## src/logic/eth_settings.svh

```systemverilog
`ifndef ETH_SETTINGS_SVH
`define ETH_SETTINGS_SVH

// Entries in each stream FIFO
`define ETH_FIFO_DEPTH 16

// Width of one stream byte
`define ETH_DATA_WIDTH 8

// 0x55 bytes sent ahead of the delimiter
`define ETH_PREAMBLE_BYTES 7

// Minimum idle time between frames, in byte times
`define ETH_IFG_BYTES 12

`define ETH_SFD 8'hD5  // Start-frame delimiter

`endif

```

## src/logic/eth_stream_pkg.sv

```systemverilog
`include "eth_settings.svh"

package eth_stream_pkg;

    typedef logic [`ETH_DATA_WIDTH-1:0] eth_byte_t;

    // One stream beat, byte plus end-of-frame flag
    typedef struct packed {
        eth_byte_t data;
        logic      last;  // Final byte of the frame
    } stream_beat_t;

endpackage

```

## src/logic/rgmii_line_pkg.sv

```systemverilog
package rgmii_line_pkg;

    typedef logic [3:0] nibble_t;  // One line transfer

    // Preamble pattern, half of 0x55
    localparam nibble_t PRE_NIBBLE = 4'h5;

    typedef enum logic [1:0] {
        TX_IDLE,
        TX_PREAMBLE,  // Preamble and delimiter
        TX_DATA,
        TX_GAP
    } tx_state_t;

    typedef enum logic [1:0] {
        RX_IDLE,
        RX_HUNT,  // Searching for the delimiter
        RX_DATA,
        RX_DROP
    } rx_state_t;

endpackage

```

## src/logic/axis_if.sv

```systemverilog
interface axis_if
    import eth_stream_pkg::*;
();

    stream_beat_t data;
    logic         valid;
    logic         ready;

    // Producer side
    modport src (
        output data,
        output valid,
        input  ready
    );

    modport snk (
        input  data,
        input  valid,
        output ready
    );

    modport mon (input data, input valid, input ready);  // Passive observer

endinterface

```

## src/logic/beat_fifo.sv

```systemverilog
`include "eth_settings.svh"

module beat_fifo
    import eth_stream_pkg::*;
#(
    parameter type payload_t = stream_beat_t,
    parameter int  DEPTH     = `ETH_FIFO_DEPTH
) (
    input logic clk_125,
    input logic rst_n,
    axis_if.snk wr,
    axis_if.src rd
);

    localparam int AW = (DEPTH > 1) ? $clog2(DEPTH) : 1;
    localparam int CW = $clog2(DEPTH + 1);

    payload_t      mem [DEPTH];
    logic [AW-1:0] wr_ptr;
    logic [AW-1:0] rd_ptr;
    logic [CW-1:0] count;
    logic [CW-1:0] count_next;
    logic          push;
    logic          pop;
    logic          space;  // Registered, so low out of reset

    // Pointer step with wrap for any depth
    function automatic logic [AW-1:0] bump(input logic [AW-1:0] ptr);
        return (ptr == AW'(DEPTH - 1)) ? '0 : ptr + 1'b1;
    endfunction

    assign push     = wr.valid && wr.ready;
    assign pop      = rd.valid && rd.ready;
    assign wr.ready = space;
    assign rd.valid = (count != '0);
    assign rd.data  = mem[rd_ptr];  // Head of queue

    always_comb begin
        count_next = count;
        if (push && !pop) begin
            count_next = count + 1'b1;
        end else if (!push && pop) begin
            count_next = count - 1'b1;
        end
    end

    always_ff @(posedge clk_125) begin
        if (!rst_n) begin
            wr_ptr <= '0;
            rd_ptr <= '0;
            count  <= '0;
            space  <= 1'b0;
        end else begin
            if (push) begin
                wr_ptr <= bump(wr_ptr);
            end
            if (pop) begin
                rd_ptr <= bump(rd_ptr);
            end
            count <= count_next;
            space <= (count_next != CW'(DEPTH));
        end
    end

    always_ff @(posedge clk_125) begin
        if (push) begin
            mem[wr_ptr] <= wr.data;
        end
    end

    // Registered ready must already be low once the last slot is taken
    a_no_push_full: assert property (@(posedge clk_125) disable iff (!rst_n)
        (count == CW'(DEPTH)) |-> !push);

    a_head_stable: assert property (@(posedge clk_125) disable iff (!rst_n)
        (rd.valid && !rd.ready) |=> (rd.valid && $stable(rd.data)));

endmodule

```

## src/logic/rgmii_tx_framer.sv

```systemverilog
`include "eth_settings.svh"

module rgmii_tx_framer
    import eth_stream_pkg::*;
    import rgmii_line_pkg::*;
(
    input  logic    clk_125,
    input  logic    rst_n,
    axis_if.mon     watch,
    axis_if.snk     bytes,
    output nibble_t txd,
    output logic    txctl
);

    localparam eth_byte_t SFD      = `ETH_SFD;
    localparam int        PRE_NIBS = 2 * `ETH_PREAMBLE_BYTES + 2;  // Delimiter included
    localparam int        GAP_CYC  = 2 * `ETH_IFG_BYTES;
    localparam int        CNT_W    = $clog2(PRE_NIBS + GAP_CYC);
    localparam int        PW       = $clog2(`ETH_FIFO_DEPTH + 1);

    tx_state_t      state;
    logic [CNT_W-1:0] cnt;
    logic           hi_phase;    // Sending the upper nibble
    logic [PW-1:0]  pending;     // Frames fully held in the FIFO
    logic           frame_done;
    logic           start;

    assign frame_done  = watch.valid && watch.ready && watch.data.last;
    assign start       = (state == TX_IDLE) && (pending != '0);
    assign bytes.ready = (state == TX_DATA) && hi_phase;  // Pop during upper nibble

    always_ff @(posedge clk_125) begin
        if (!rst_n) begin
            pending <= '0;
        end else if (frame_done && !start) begin
            pending <= pending + 1'b1;
        end else if (!frame_done && start) begin
            pending <= pending - 1'b1;
        end
    end

    always_ff @(posedge clk_125) begin
        if (!rst_n) begin
            state    <= TX_IDLE;
            cnt      <= '0;
            hi_phase <= 1'b0;
            txctl    <= 1'b0;
            txd      <= '0;
        end else begin
            case (state)
                TX_IDLE: begin
                    txctl <= 1'b0;
                    txd   <= '0;
                    if (start) begin
                        state <= TX_PREAMBLE;
                        cnt   <= '0;
                    end
                end
                TX_PREAMBLE: begin
                    txctl <= 1'b1;
                    cnt   <= cnt + 1'b1;
                    if (cnt == CNT_W'(PRE_NIBS - 2)) begin
                        txd <= SFD[3:0];
                    end else if (cnt == CNT_W'(PRE_NIBS - 1)) begin
                        txd      <= SFD[7:4];
                        state    <= TX_DATA;
                        hi_phase <= 1'b0;
                    end else begin
                        txd <= PRE_NIBBLE;
                    end
                end
                TX_DATA: begin
                    txctl    <= 1'b1;
                    hi_phase <= !hi_phase;
                    if (!hi_phase) begin
                        txd <= bytes.data.data[3:0];  // Low nibble first
                    end else begin
                        txd <= bytes.data.data[7:4];
                        if (bytes.data.last) begin
                            state <= TX_GAP;
                            cnt   <= '0;
                        end
                    end
                end
                TX_GAP: begin
                    txctl <= 1'b0;
                    txd   <= '0;
                    cnt   <= cnt + 1'b1;
                    if (cnt == CNT_W'(GAP_CYC - 1)) begin
                        state <= TX_IDLE;
                    end
                end
                default: state <= TX_IDLE;
            endcase
        end
    end

    // A frame is only started once its last byte is queued
    a_no_underrun: assert property (@(posedge clk_125) disable iff (!rst_n)
        (state == TX_DATA) |-> bytes.valid);

endmodule

```

## src/logic/rgmii_rx_deframer.sv

```systemverilog
`include "eth_settings.svh"

module rgmii_rx_deframer
    import eth_stream_pkg::*;
    import rgmii_line_pkg::*;
(
    input  logic    clk_125,
    input  logic    rst_n,
    input  nibble_t rxd,
    input  logic    rxctl,
    axis_if.src     bytes,
    output logic    overflow
);

    localparam eth_byte_t SFD = `ETH_SFD;

    rx_state_t    state;
    nibble_t      prev_nib;
    nibble_t      lo_nib;
    logic         hi_phase;
    eth_byte_t    hold_byte;   // Waits one byte time so last can be attached
    logic         hold_full;
    stream_beat_t out_beat;
    logic         out_valid;
    logic         emit;
    logic         emit_last;
    logic         blocked;     // Previous beat still not taken

    assign bytes.valid = out_valid;
    assign bytes.data  = out_beat;
    assign blocked     = out_valid && !bytes.ready;

    // Next low nibble or end of frame releases the held byte
    always_comb begin
        emit      = 1'b0;
        emit_last = 1'b0;
        if (state == RX_DATA && hold_full) begin
            emit      = !rxctl || !hi_phase;
            emit_last = !rxctl;
        end
    end

    always_ff @(posedge clk_125) begin
        prev_nib <= rxd;
    end

    always_ff @(posedge clk_125) begin
        if (!rst_n) begin
            state     <= RX_IDLE;
            hi_phase  <= 1'b0;
            hold_full <= 1'b0;
            out_valid <= 1'b0;
            overflow  <= 1'b0;
        end else begin
            overflow <= 1'b0;
            if (out_valid && bytes.ready) begin
                out_valid <= 1'b0;
            end
            case (state)
                RX_IDLE: if (rxctl) state <= RX_HUNT;
                RX_HUNT: begin
                    if (!rxctl) begin
                        state <= RX_IDLE;
                    end else if (prev_nib == SFD[3:0] && rxd == SFD[7:4]) begin
                        state     <= RX_DATA;
                        hi_phase  <= 1'b0;
                        hold_full <= 1'b0;
                    end
                end
                RX_DATA: begin
                    if (emit && blocked) begin
                        // Waiting beat becomes the frame end
                        state         <= RX_DROP;
                        overflow      <= 1'b1;
                        out_beat.last <= 1'b1;
                        hold_full     <= 1'b0;
                    end else begin
                        if (emit) begin
                            out_valid <= 1'b1;
                            out_beat  <= '{data: hold_byte, last: emit_last};
                            hold_full <= 1'b0;
                        end
                        if (!rxctl) begin
                            state <= RX_IDLE;  // A partial byte is discarded
                        end else begin
                            hi_phase <= !hi_phase;
                            if (hi_phase) begin
                                hold_byte <= {rxd, lo_nib};
                                hold_full <= 1'b1;
                            end else begin
                                lo_nib <= rxd;
                            end
                        end
                    end
                end
                RX_DROP: if (!rxctl && !out_valid) state <= RX_IDLE;
                default: state <= RX_IDLE;
            endcase
        end
    end

    a_ovf_not_idle: assert property (@(posedge clk_125) disable iff (!rst_n)
        overflow |-> (state != RX_IDLE));

endmodule

```

## src/logic/ethernet_mac_fifo.sv

```systemverilog
`include "eth_settings.svh"

module ethernet_mac_fifo
    import eth_stream_pkg::*;
(
    input  logic       clk_125,
    input  logic       rst_n,
    input  logic [3:0] rgmii_phy_rxd,
    input  logic       rgmii_phy_rxctl,
    output logic [3:0] rgmii_phy_txd,
    output logic       rgmii_phy_txctl,
    input  logic [7:0] s_tx_axis_tdata,
    input  logic       s_tx_axis_tvalid,
    input  logic       s_tx_axis_tlast,
    output logic       s_tx_axis_trdy,
    output logic [7:0] m_rx_axis_tdata,
    output logic       m_rx_axis_tvalid,
    output logic       m_rx_axis_tlast,
    input  logic       m_rx_axis_trdy,
    output logic       rx_overflow
);

    axis_if tx_in ();
    axis_if tx_out ();
    axis_if rx_in ();
    axis_if rx_out ();

    // Slave port into the tx stream
    assign tx_in.data     = '{data: s_tx_axis_tdata, last: s_tx_axis_tlast};
    assign tx_in.valid    = s_tx_axis_tvalid;
    assign s_tx_axis_trdy = tx_in.ready;

    assign m_rx_axis_tdata  = rx_out.data.data;
    assign m_rx_axis_tlast  = rx_out.data.last;
    assign m_rx_axis_tvalid = rx_out.valid;
    assign rx_out.ready     = m_rx_axis_trdy;

    beat_fifo #(
        .payload_t (stream_beat_t),
        .DEPTH     (`ETH_FIFO_DEPTH)
    ) i_tx_fifo (
        .clk_125 (clk_125),
        .rst_n   (rst_n),
        .wr      (tx_in),
        .rd      (tx_out)
    );

    rgmii_tx_framer i_tx_framer (
        .clk_125 (clk_125),
        .rst_n   (rst_n),
        .watch   (tx_in),  // Counts frames as their last byte enters
        .bytes   (tx_out),
        .txd     (rgmii_phy_txd),
        .txctl   (rgmii_phy_txctl)
    );

    rgmii_rx_deframer i_rx_deframer (
        .clk_125  (clk_125),
        .rst_n    (rst_n),
        .rxd      (rgmii_phy_rxd),
        .rxctl    (rgmii_phy_rxctl),
        .bytes    (rx_in),
        .overflow (rx_overflow)
    );

    beat_fifo #(
        .payload_t (stream_beat_t),
        .DEPTH     (`ETH_FIFO_DEPTH)
    ) i_rx_fifo (
        .clk_125 (clk_125),
        .rst_n   (rst_n),
        .wr      (rx_in),
        .rd      (rx_out)
    );

endmodule

```

## config.mk

```make
export PLATFORM = sky130hd
export DESIGN_NAME = ethernet_mac_fifo
export DESIGN_NICKNAME = d
export VERILOG_FILES = /design/src/logic/eth_stream_pkg.sv /design/src/logic/rgmii_line_pkg.sv /design/src/logic/axis_if.sv /design/src/logic/beat_fifo.sv /design/src/logic/rgmii_tx_framer.sv /design/src/logic/rgmii_rx_deframer.sv /design/src/logic/ethernet_mac_fifo.sv
export VERILOG_INCLUDE_DIRS = /design/src /design/src/logic
export SDC_FILE = /design/constraint.sdc
export NUM_CORES = 1
export LEC_CHECK = 0
export BUFFER_PORTS_ARGS = -buffer_cell sky130_fd_sc_hd__buf_2
export CAP_MARGIN = 40
export CORE_UTILIZATION = 61
export DETAILED_ROUTE_END_ITERATION = 16
export GPL_TIMING_DRIVEN = 0
export PLACE_DENSITY = 0.78
export SYNTH_ARGS = -nofsm -noshare
export SYNTH_HDL_FRONTEND = slang
export SYNTH_SLANG_ARGS = --single-unit
```

## constraint.sdc

```tcl
create_clock -name clk_125 -period 3.53 [get_ports clk_125]
set_clock_uncertainty 0.2 [all_clocks]
set_input_delay 0.5295 -clock clk_125 [delete_from_list [all_inputs] [get_ports clk_125]]
set_output_delay 0.5295 -clock clk_125 [all_outputs]
set_load 0.1 [all_outputs]
```

==> impl_metrics.py, run 1 <==
metrics = {
    "status": {
        "outcome": "completed",
    },
    "worst_setup_path": {
        "cp_top_family": "multiplexers",
        "cp.required_ns": 2.80,
        "slowest_delay_ns": 0.61,
        "slowest_stage": "dfxtp_1",
        "cp_cell_sequence": "clkbuf_2 > mux4_2 > mux4_2 > buf_2",
        "critPathMaxFanout": 10,
        "startpoint_type": "register",
        "critPathBufInv": 2,
        "cpMostUsedCell": "mux4_2",
        "crit_type": "register to output port",
        "cp.arrival_ns": 2.76,
        "cp-end-kind": "output port",
    },
    "sta": {
        "hold_ws_ns": 0.1721,
        "hold_viol": 0,
        "period_needed_ns": 3.487,
        "period_share_pct": 98.78,
        "rsz0062_at_grt": "no",
        "setup_violations": 0,
        "max_freq_ghz": 0.2868,
        "tightest_slew_ns": 0.8782,
        "fin_tns_setup_ns": 0,
        "drv_slew": 0,
        "slew_headroom_pct": 41.24,
    },
    "floorplan": {
        "rows": 56,
        "dieArea_um2": 25130,
        "start_util_pct": 62.93,
        "coreArea_um2": 23750,
        "die-width_um": 158.5,
        "die_h_um": 158.5,
        "io_pins": 35,
    },
    "clocking": {
        "cts_tree": "yes",
        "htreeDepth": 2,
        "root_buffer": "clkbuf_16",
        "cts_made_buffers": 37,
        "clk_pin_slew_ns": 0.06,
        "clock_path_buffers": 3,
        "clock_latency_ns": 0.54,
        "clock_sinks": 374,
    },
    "drt": {
        "drtPass1Iterations": 5,
        "drt_iter0_drc": 907,
        "drc_errors": 0,
        "avgViaCountPerCell": 6.226,
        "ant_nets": 0,
        "wirelength_mm": 32.12,
        "wire_per_inst_um": 24.29,
        "via_count": 8231,
    },
    "global_route": {
        "gr-total-overflow": 0,
        "track_usage_pct": 27.09,
        "grt_pass1_wl_mm": 48.38,
        "grt_pass1_vias": 8145,
        "grt_start_max_net_pins": 18,
        "antenna_found_initial": 0,
    },
    "yosys": {
        "synth-edff-count": 309,
        "syn-instance-count": 877,
        "synth_area_per_cell_um2": 17.04,
        "synth_top_area_share_pct": 62.07,
        "netlist_area_um2": 14950,
        "yosysWarnings": 0,
        "yosys.area_share.simple_pct": 6.470,
        "synth_top_family_by_area": "multiplexers",
        "yosysSeqAreaShare_pct": 70.78,
        "synth.most_common_cell": "edfxtp_1",
        "synth_flop_cell": "edfxtp_1",
        "syn-num-nets": 922,
        "yosysTopAreaCell": "edfxtp_1",
        "postSynth.asyncResetShare_pct": 0,
        "synth.area.top_cells": "edfxtp_1 (62%), mux4_2 (12%), dfxtp_1 (8.7%), ha_1 (2.2%), nor2_1 (1.8%)",
        "synth.area.mux_share_pct": 13.36,
        "synthAdderAreaFrac_pct": 2.377,
        "post_synth_most_frequent_cells": "edfxtp_1 (309), mux4_2 (81), nor2_1 (73), dfxtp_1 (65), nand2_1 (48)",
        "synth_xor_area_share_pct": 1.230,
        "synth_cell_types": 62,
        "synth_compound_area_share_pct": 3.951,
        "synth-seq-cells": 374,
    },
    "place": {
        "port_buffers": 32,
        "place.gp.congestion": 0.8253,
        "postPlaceCellArea_um2": 15790,
        "dp.final_hpwl_mm": 20.52,
    },
    "layout": {
        "nets": 1019,
        "area_growth_syn_to_layout_pct": 14.51,
        "final_area_um2": 17120,
        "antenna_cells": 0,
        "drive_gt1_share_pct": 22.73,
        "fin_util_pct": 72.07,
    },
    "pwr": {
        "power_uw": 11060,
        "powerDensity_nw_per_um2": 646.3,
        "irDropWorstVdd_v": 0.0004752,
        "p_leak_uw": 0.005677,
    },
    "run": {
        "maxCapViolCount": 0,
    },
    "min_path": {
        "hp-class": "input port to register",
    },
}
[metal layers]
metal	vias to the layer above	wire length, um	track usage [%]
li1	3624	-	-
met4	0	1141	9.982
met5	-	0	0
met2	383	16360	46.53
met3	87	2158	4.654
met1	4137	12460	34.84
[path summary, 6_finish.rpt]
| kind | cells after the start | slack (ns) | endpoint | from |
|---|---|---|---|---|
| hold reg to reg | 0 | 0.22 | i_rx_deframer.bytes.data[5] | i_rx_deframer.hold_byte[4] |
| hold / removal | 1 | 0.17 | i_tx_fifo.mem[0][6] | s_tx_axis_tdata[5] |
| setup / recovery | 4 | 0.04 | m_rx_axis_tdata[1] | register |
| setup reg to reg | 11 | 0.37 | i_tx_framer.pending[4] | i_tx_framer.pending[0] |
[cell usage in the layout, fill, tap and decap left out, types with 22 or more instances in the layout]
| cell type | synthesis | final |
|---|---|---|
| buf_2 | 12 | 42 |
| edfxtp_1 | 309 | 309 |
| mux4_2 | 81 | 81 |
| nor2_1 | 73 | 73 |
| dfxtp_1 | 65 | 64 |
| ha_1 | 26 | 26 |
| clkbuf_16 | 0 | 37 |
| o21ai_0 | 25 | 25 |
| nand2_1 | 48 | 48 |
| a21oi_1 | 22 | 22 |
[state kept, by name (all words and copies together) (netlist names), 5 cells and up, named ones only]
signal / cells
i_tx_framer.pending: 5
i_tx_fifo.count: 5
i_rx_deframer.hold_byte: 8
i_tx_fifo.mem: 144
i_rx_fifo.count: 5
i_tx_framer.cnt: 6
i_rx_deframer.bytes.data: 9
i_rx_fifo.mem: 144
[timing repair]
item,in CTS,in global routing
hold buffers,4,0
hold endpoints to repair,4,0
endpoints found under the setup margin,9,0
buffers inserted,0,0
resized for setup,10,0
[worst register-to-register path, cell delays in order (launching register included)]
cell and delay, ns:
dfxtp_1 0.34, or4_1 0.55, o21ai_0 0.23, ha_1 0.28, inv_1 0.12, ha_1 0.32
nor2b_1 0.14, o21a_1 0.17, or3_1 0.30, a21oi_1 0.18, xnor2_1 0.13, nor2_1 0.05
[where the power goes]
part / leakage, uW / total (uW) / switching (uW) / internal [uW]
sequential: 0.00335 / 5000 / 132 / 4870
combinational: 0.00171 / 1940 / 1220 / 719
clock: 0.000615 / 4110 / 1660 / 2460
[kinds of logic (layout without fill, tap and decap cells)]
family                   after synthesis  count (layout)
AND/OR/NAND/NOR                      203             203
flip-flops                           374             374
multiplexers                          98              98
XOR/XNOR                              21              21
AO/OA/AOI/OAI                         91              91
buffers and inverters                 62             188
adder cells (fa/ha/maj)               28              28
[final cells by class]
| type | instances | area (um2) |
|---|---|---|
| Sequential cell | 374 | 10580 |
| Inverter | 20 | 75.07 |
| Clock buffer | 41 | 940.9 |
| Clock inverter | 27 | 337.8 |
| Tap cell | 319 | 399.1 |
| Fill cell | 1389 | 6635 |
| Multi-Input combinational cell | 441 | 4134 |
| Timing Repair Buffer | 60 | 437.9 |
| Buffer | 40 | 209.0 |
[stage by stage]
step,setup WS [ns],std cells
floorplan,0.4478,877
global placement,-0.04281,1228
detailed placement,0.002146,1252
CTS,0.01784,1322
global route,0.02132,1322
finish,0.04316,1322
Power figures use the tool's default switching activity.
==> run 2: changes to the inputs <==
--- a/config.mk
+++ b/config.mk
@@ -6,6 +6,7 @@
 export SDC_FILE = /design/constraint.sdc
 export NUM_CORES = 1
 export LEC_CHECK = 0
+export ABC_AREA = 1
 export BUFFER_PORTS_ARGS = -buffer_cell sky130_fd_sc_hd__buf_2
 export CAP_MARGIN = 40
 export CORE_UTILIZATION = 61
==> run 2 against run 1 <==
Utilization down 1.6 points. Critical path depth up 3. Register-to-register slack better by 0.68 ns. Clock-buffer cell count up 6. Global-route usage up 1.0 points. Critical endpoint is now m_rx_axis_tlast. Combinational power up 44%. Design area up 3.6%. Largest power group unchanged.
==> impl_metrics.py, run 2 <==
metrics = {
    "status": {
        "outcome": "completed",
    },
    "layout": {
        "layout_common_cells": "edfxtp_1 (309), nor2_1 (206), nand2_1 (138), inv_1 (123), o21ai_0 (110)",
        "area_growth_syn_to_layout_pct": 13.16,
        "antenna_cells": 0,
        "fin_util_pct": 70.43,
        "mostFrequentLayoutCell": "edfxtp_1",
        "drive_gt1_share_pct": 11.16,
        "nets": 1514,
        "fill_cells": 1722,
    },
    "yosys": {
        "synth.most_common_cell": "edfxtp_1",
        "yosysWarnings": 0,
        "synth.area.top_cells": "edfxtp_1 (59%), dfxtp_1 (8.3%), nor2_1 (4.9%), o21ai_0 (3.5%), nand2_1 (3.3%)",
        "synth_cell_types": 41,
        "postSynth.asyncResetShare_pct": 0,
        "syn-instance-count": 1366,
        "yosysSeqAreaShare_pct": 67.50,
        "synth-seq-cells": 374,
        "syn-num-nets": 1411,
        "post_synth_most_frequent_cells": "edfxtp_1 (309), nor2_1 (206), nand2_1 (138), inv_1 (123), o21ai_0 (110)",
        "yosysTopAreaCell": "edfxtp_1",
        "synth-edff-count": 309,
        "synth_flop_cell": "edfxtp_1",
        "synth_top_area_share_pct": 59.20,
        "netlist_area_um2": 15670,
        "synth_area_per_cell_um2": 11.47,
    },
    "floorplan": {
        "die-width_um": 162.3,
        "dieArea_um2": 26340,
        "rows": 58,
        "die_h_um": 162.3,
        "io_pins": 35,
        "start_util_pct": 62.24,
        "coreArea_um2": 25180,
    },
    "pwr": {
        "power_frac_clock_pct": 33.6,
        "irDropWorstVdd_v": 0.0004871,
        "switchingPower_uw": 3749,
        "power_uw": 11780,
        "swShare_pct": 31.83,
        "power.share.combinational_pct": 23.7,
        "p_leak_uw": 0.006544,
        "powerDensity_nw_per_um2": 664.1,
        "seq_power_share_pct": 42.7,
        "p_int_uw": 8029,
    },
    "clocking": {
        "clk_pin_slew_ns": 0.06,
        "clock_path_buffers": 3,
        "htreeDepth": 2,
        "root_buffer": "clkbuf_16",
        "postCtsSetupRepairBufs": 0,
        "cts_tree": "yes",
        "clock_latency_ns": 0.52,
        "clock_sinks": 374,
        "cts_made_buffers": 38,
    },
    "worst_setup_path": {
        "cp.required_ns": 2.80,
        "cp-end-kind": "output port",
        "cp_top_family": "buffers and inverters",
        "slowest_delay_ns": 0.42,
        "critPathMaxFanout": 10,
        "startpoint_type": "register",
        "critPathCapture": "m_rx_axis_tlast",
        "critPathBufInv": 4,
        "r2r_start": "i_tx_framer.state[0]",
        "slowest_stage": "buf_2",
        "cp_cell_sequence": "buf_2 > clkinv_1 > clkbuf_1 > o211ai_1 > o211ai_1 > nand2_1 > buf_2",
        "ff2ff_setup_slack_ns": 1.05,
        "path_depth": 7,
        "cp.arrival_ns": 2.72,
        "r2r_cells": 12,
        "worstReg2RegEnd": "i_tx_framer.pending[4]",
        "crit_type": "register to output port",
    },
    "drt": {
        "wirelength_mm": 36.14,
        "drt_iter0_drc": 1271,
        "via_count": 10610,
        "ant_nets": 0,
        "avgViaCountPerCell": 5.812,
        "drc_errors": 0,
        "drtPass1Iterations": 5,
        "wire_per_inst_um": 19.79,
    },
    "global_route": {
        "gr-total-overflow": 0,
        "grt_pass1_vias": 10140,
        "track_usage_pct": 28.11,
        "grt_start_max_net_pins": 18,
        "grt_pass1_wl_mm": 55.77,
        "antenna_found_initial": 0,
        "busiest_layer": "met2",
        "grtUsageMet1_pct": 38.93,
        "grtUsageMet2_pct": 45.16,
        "use_met3_pct": 4.622,
    },
    "place": {
        "place.gp.congestion": 0.9005,
        "port_buffers": 34,
        "dp.final_hpwl_mm": 24.13,
    },
    "run": {
        "maxCapViolCount": 0,
    },
    "sta": {
        "drv_slew": 0,
        "max_freq_ghz": 0.2897,
        "rsz0062_at_grt": "no",
        "hold_viol": 0,
        "slew_headroom_pct": 41.03,
        "fin_tns_setup_ns": 0,
        "tightest_slew_ns": 0.8813,
        "period_needed_ns": 3.452,
        "period_share_pct": 97.79,
        "setup_violations": 0,
    },
    "min_path": {
        "hp-class": "input port to register",
        "whs_path_depth": 3,
    },
}
[run 2: changes by cell type in the layout (fill, tap and decap cells not counted), sizes merged, moves of 21 or more]
cell / before / now
a21oi: 22 / 67
inv: 20 / 127
mux2i: 15 / 36
mux4: 81 / 0
nand2: 48 / 146
nand3: 9 / 90
nor2: 73 / 209
o211ai: 7 / 50
o21ai: 25 / 133
[run 2: cells by family (layout without fill, tap and decap cells)]
kind of cell	count (synthesis)	count (layout)	share of synthesized area, %
compound gates	256	256	9.092
xor+xnor	14	14	0.7823
fa+ha+maj	27	27	2.203
buf+inv	189	319	5.468
flops	374	374	67.50
mux	36	36	2.299
simple gates	470	470	12.65
[run 2: layout make-up]
class                   count  area [um2]  share of cell area, %
clock inverters            20       195.2                  1.101
clock buffers              47        1037                  5.848
well taps                 330       412.9                  2.328
inverters                 132       495.5                  2.794
plain buffers              57       361.6                  2.039
repair buffers             63       416.7                  2.349
multi-input cells         803        4237                  23.89
flip-flops and latches    374       10580                  59.65
[run 2: power groups by stage]
stage,logic (uW),clock network [uW],registers (uW)
2_1_floorplan,1910,0,5270
6_report,2790,3950,5030
5_1_grt,3050,4130,5050
3_5_place_dp,2730,0,5120
3_3_place_gp,2640,0,5110
4_1_cts,2770,3970,5030
[run 2: repair_timing]
item / 4_1_cts / 5_1_grt
resized for setup: 0 / 4
hold buffers: 4 / 0
hold endpoints to repair: 4 / 0
endpoints found under the setup margin: 0 / 4
[run 2: worst min-delay path: stages]
cell     delay [ns]
buf_2          0.15
nand3_1        0.12
inv_1          0.04
[run 2: how the worst min path moves through the flow]
stage,startpoint,end,slack [ns]
5_1_grt,s_tx_axis_tdata[1],i_tx_fifo.mem[8][2],0.18
4_1_cts,rst_n,i_tx_fifo.count[3],0.15
3_3_place_gp,i_rx_deframer.hold_byte[0],i_rx_deframer.bytes.data[1],0.20
3_5_place_dp,i_rx_deframer.lo_nib[3],i_rx_deframer.hold_byte[3],0.20
2_1_floorplan,i_rx_deframer.hold_byte[0],i_rx_deframer.bytes.data[1],0.20
6_report,rst_n,i_tx_fifo.count[3],0.17
[run 2: through the flow]
stage,worst slack [ns],instances,area [um2],hold slack (ns)
5_1_grt,0.005435,1826,17740,0.1808
3_5_place_dp,0.5893,1755,16450,0.2045
3_3_place_gp,0.5883,1730,16260,0.2021
6_report,0.07801,1826,17740,0.1693
2_1_floorplan,0.5754,1366,15670,0.2003
4_1_cts,0.02768,1826,17730,0.1536
[run 2: layer usage]
| metal | wire (um) | part of all wire, % |
|---|---|---|
| met5 | 0 | 0 |
| met4 | 1079 | 3.0 |
| met3 | 3324 | 9.2 |
| met2 | 16970 | 47 |
| met1 | 14770 | 41 |
==> run 3: changes to the inputs <==
--- a/config.mk
+++ b/config.mk
@@ -10,6 +10,7 @@
 export BUFFER_PORTS_ARGS = -buffer_cell sky130_fd_sc_hd__buf_2
 export CAP_MARGIN = 40
 export CORE_UTILIZATION = 61
+export CTS_BUF_LIST = sky130_fd_sc_hd__clkbuf_4 sky130_fd_sc_hd__clkbuf_8
 export DETAILED_ROUTE_END_ITERATION = 16
 export GPL_TIMING_DRIVEN = 0
 export PLACE_DENSITY = 0.78
==> run 3 against run 2 <==
First-iteration DRC count is 7.4% lower. Worst hold slack worse by 0.066 ns. Non-clock buffer count stayed put. Register-to-register slack better by 0.04 ns. Die area stayed put. Largest power group unchanged.
==> impl_metrics.py, run 3 (synthesis gave the netlist of run 2 again) <==
metrics = {
    "sta": {
        "drv_slew": 0,
        "hold_ws_ns": 0.1030,
        "tightest_slew_ns": 0.8571,
        "slew_headroom_pct": 42.65,
        "setup_violations": 0,
        "rsz0062_at_grt": "no",
        "period_share_pct": 98.21,
        "max_freq_ghz": 0.2884,
        "period_needed_ns": 3.467,
        "fin_tns_setup_ns": 0,
        "worst_slack_ns": 0.06310,
        "hold_viol": 0,
    },
    "floorplan": {
        "die-width_um": 162.3,
        "rows": 58,
        "coreArea_um2": 25180,
        "start_util_pct": 62.24,
        "dieArea_um2": 26340,
        "die_h_um": 162.3,
        "io_pins": 35,
    },
    "worst_setup_path": {
        "slowest_delay_ns": 0.40,
        "crit_type": "register to output port",
        "cp_top_family": "buffers and inverters",
        "r2r_start": "i_tx_framer.state[0]",
        "cp_cell_sequence": "buf_2 > clkinv_1 > buf_1 > o211ai_1 > o211ai_1 > nand2_1 > buf_4",
        "startpoint_type": "register",
        "cpMostUsedCell": "o211ai_1",
        "slowest_stage": "o211ai_1",
        "critPathMaxFanout": 10,
        "ff2ff_setup_slack_ns": 1.09,
        "r2r_cells": 12,
        "worstReg2RegEnd": "i_tx_framer.pending[4]",
        "cp.required_ns": 2.80,
        "critPathBufInv": 4,
        "cp.arrival_ns": 2.74,
        "cp-end-kind": "output port",
    },
    "clocking": {
        "clk_pin_slew_ns": 0.06,
        "htreeDepth": 2,
        "clock_path_buffers": 3,
        "cts_made_buffers": 58,
        "root_buffer": "clkbuf_8",
        "clock_sinks": 374,
        "postCtsSetupRepairBufs": 0,
        "clock_latency_ns": 0.60,
        "cts_tree": "yes",
    },
    "drt": {
        "drt_iter0_drc": 1177,
        "wire_per_inst_um": 19.13,
        "wirelength_mm": 35.70,
        "avgViaCountPerCell": 5.696,
        "drc_errors": 0,
        "ant_nets": 0,
        "via_count": 10630,
        "drtPass1Iterations": 6,
    },
    "pwr": {
        "irDropWorstVdd_v": 0.0005919,
        "power_frac_clock_pct": 31.7,
        "p_int_uw": 7724,
        "seq_power_share_pct": 44.0,
        "power.share.combinational_pct": 24.4,
        "powerDensity_nw_per_um2": 647.4,
        "swShare_pct": 32.56,
        "switchingPower_uw": 3728,
        "p_leak_uw": 0.006579,
        "power_uw": 11450,
    },
    "place": {
        "dp.final_hpwl_mm": 24.13,
        "port_buffers": 34,
        "postPlaceCellArea_um2": 16450,
        "place.gp.congestion": 0.9005,
        "post-place-ws_ns": 0.5893,
    },
    "layout": {
        "multi_input_area_um2": 4237,
        "area_growth_syn_to_layout_pct": 12.86,
        "mostFrequentLayoutCell": "edfxtp_1",
        "nets": 1534,
        "final_area_um2": 17690,
        "layout_common_cells": "edfxtp_1 (309), nor2_1 (206), nand2_1 (138), inv_1 (123), o21ai_0 (110)",
        "antenna_cells": 0,
        "ff_latch_area_um2": 10580,
        "drive_gt1_share_pct": 13.87,
        "fill_cells": 1733,
    },
    "global_route": {
        "track_usage_pct": 27.73,
        "grt_pass1_vias": 10080,
        "grt_pass1_wl_mm": 55.20,
        "gr-total-overflow": 0,
        "antenna_found_initial": 0,
        "grt_start_max_net_pins": 18,
    },
    "min_path": {
        "hp-class": "input port to register",
        "hold_end": "i_tx_fifo.mem[12][2]",
        "hp-start": "s_tx_axis_tdata[1]",
        "whs_path_depth": 1,
    },
    "run": {
        "maxCapViolCount": 0,
    },
    "status": {
        "outcome": "completed",
    },
}
-- run 3: changes by cell type in the layout (fill, tap and decap cells not counted), sizes merged --
cell    before  now
clkinv      20   17
clkbuf      67  110
bufinv       3    1
inv        127  128
buf         96   97
-- run 3: layout make-up --
| cell class | count | share of cell area [%] |
|---|---|---|
| Tap cell | 330 | 2.334 |
| Sequential cell | 374 | 59.81 |
| Buffer | 57 | 2.044 |
| Clock inverter | 16 | 0.5941 |
| Clock buffer | 91 | 6.055 |
| Timing Repair Buffer | 63 | 2.412 |
| Multi-Input combinational cell | 803 | 23.95 |
| Inverter | 132 | 2.801 |
-- run 3: worst register-to-register path, cell delays in order (launching register included) --
cell and delay, ns:
dfxtp_1 0.36, inv_1 0.12, ha_1 0.23, nand2_1 0.07, ha_1 0.21, inv_1 0.14, ha_1 0.33, a21oi_1 0.15
nor2_1 0.07, o21ai_0 0.16, nand3b_1 0.11, o21ai_0 0.15, a21oi_1 0.05
-- run 3: timing repair --
action / CTS / global route
resized for setup: 4 / 5
endpoints found under the setup margin: 4 / 5
hold endpoints to repair: 12 / 0
pin swaps: 0 / 0
hold buffers: 4 / 0
-- run 3: metal layers --
layer	vias to the layer above	wire length (um)	track usage, %
li1	5027	-	-
met1	4980	14940	39.19
met2	546	16610	44.19
met3	75	3274	4.265
met4	0	877	9.305
met5	-	0	0
-- run 3: through the flow --
stage	util, %	cells
5_1_grt	70.25	1866
4_1_cts	70.21	1866
6_report	70.25	1866
3_3_place_gp	64.56	1730
3_5_place_dp	65.34	1755
2_1_floorplan	-	1366
-- run 3: worst max path at each step --
stage | from | endpoint | slack, ns | cells past startpoint
after floorplan | i_tx_fifo.wr.ready | i_tx_framer.pending[4] | 0.58 | 11
after global placement | register | m_rx_axis_tdata[3] | 0.59 | 7
after detailed placement | register | m_rx_axis_tdata[3] | 0.59 | 7
after CTS | register | m_rx_axis_tdata[7] | 0.03 | 7
after global routing | register | m_rx_axis_tdata[3] | 0.0001 | 7
final | register | m_rx_axis_tdata[3] | 0.06 | 7
-- run 3: power by group through the flow --
stage	Combinational [uW]	Clock [uW]	Sequential, uW
final	2790	3630	5030
after global routing	3050	3820	5050
after CTS	2760	3640	5030
after detailed placement	2730	0	5120
after global placement	2640	0	5110
after floorplan	1910	0	5270
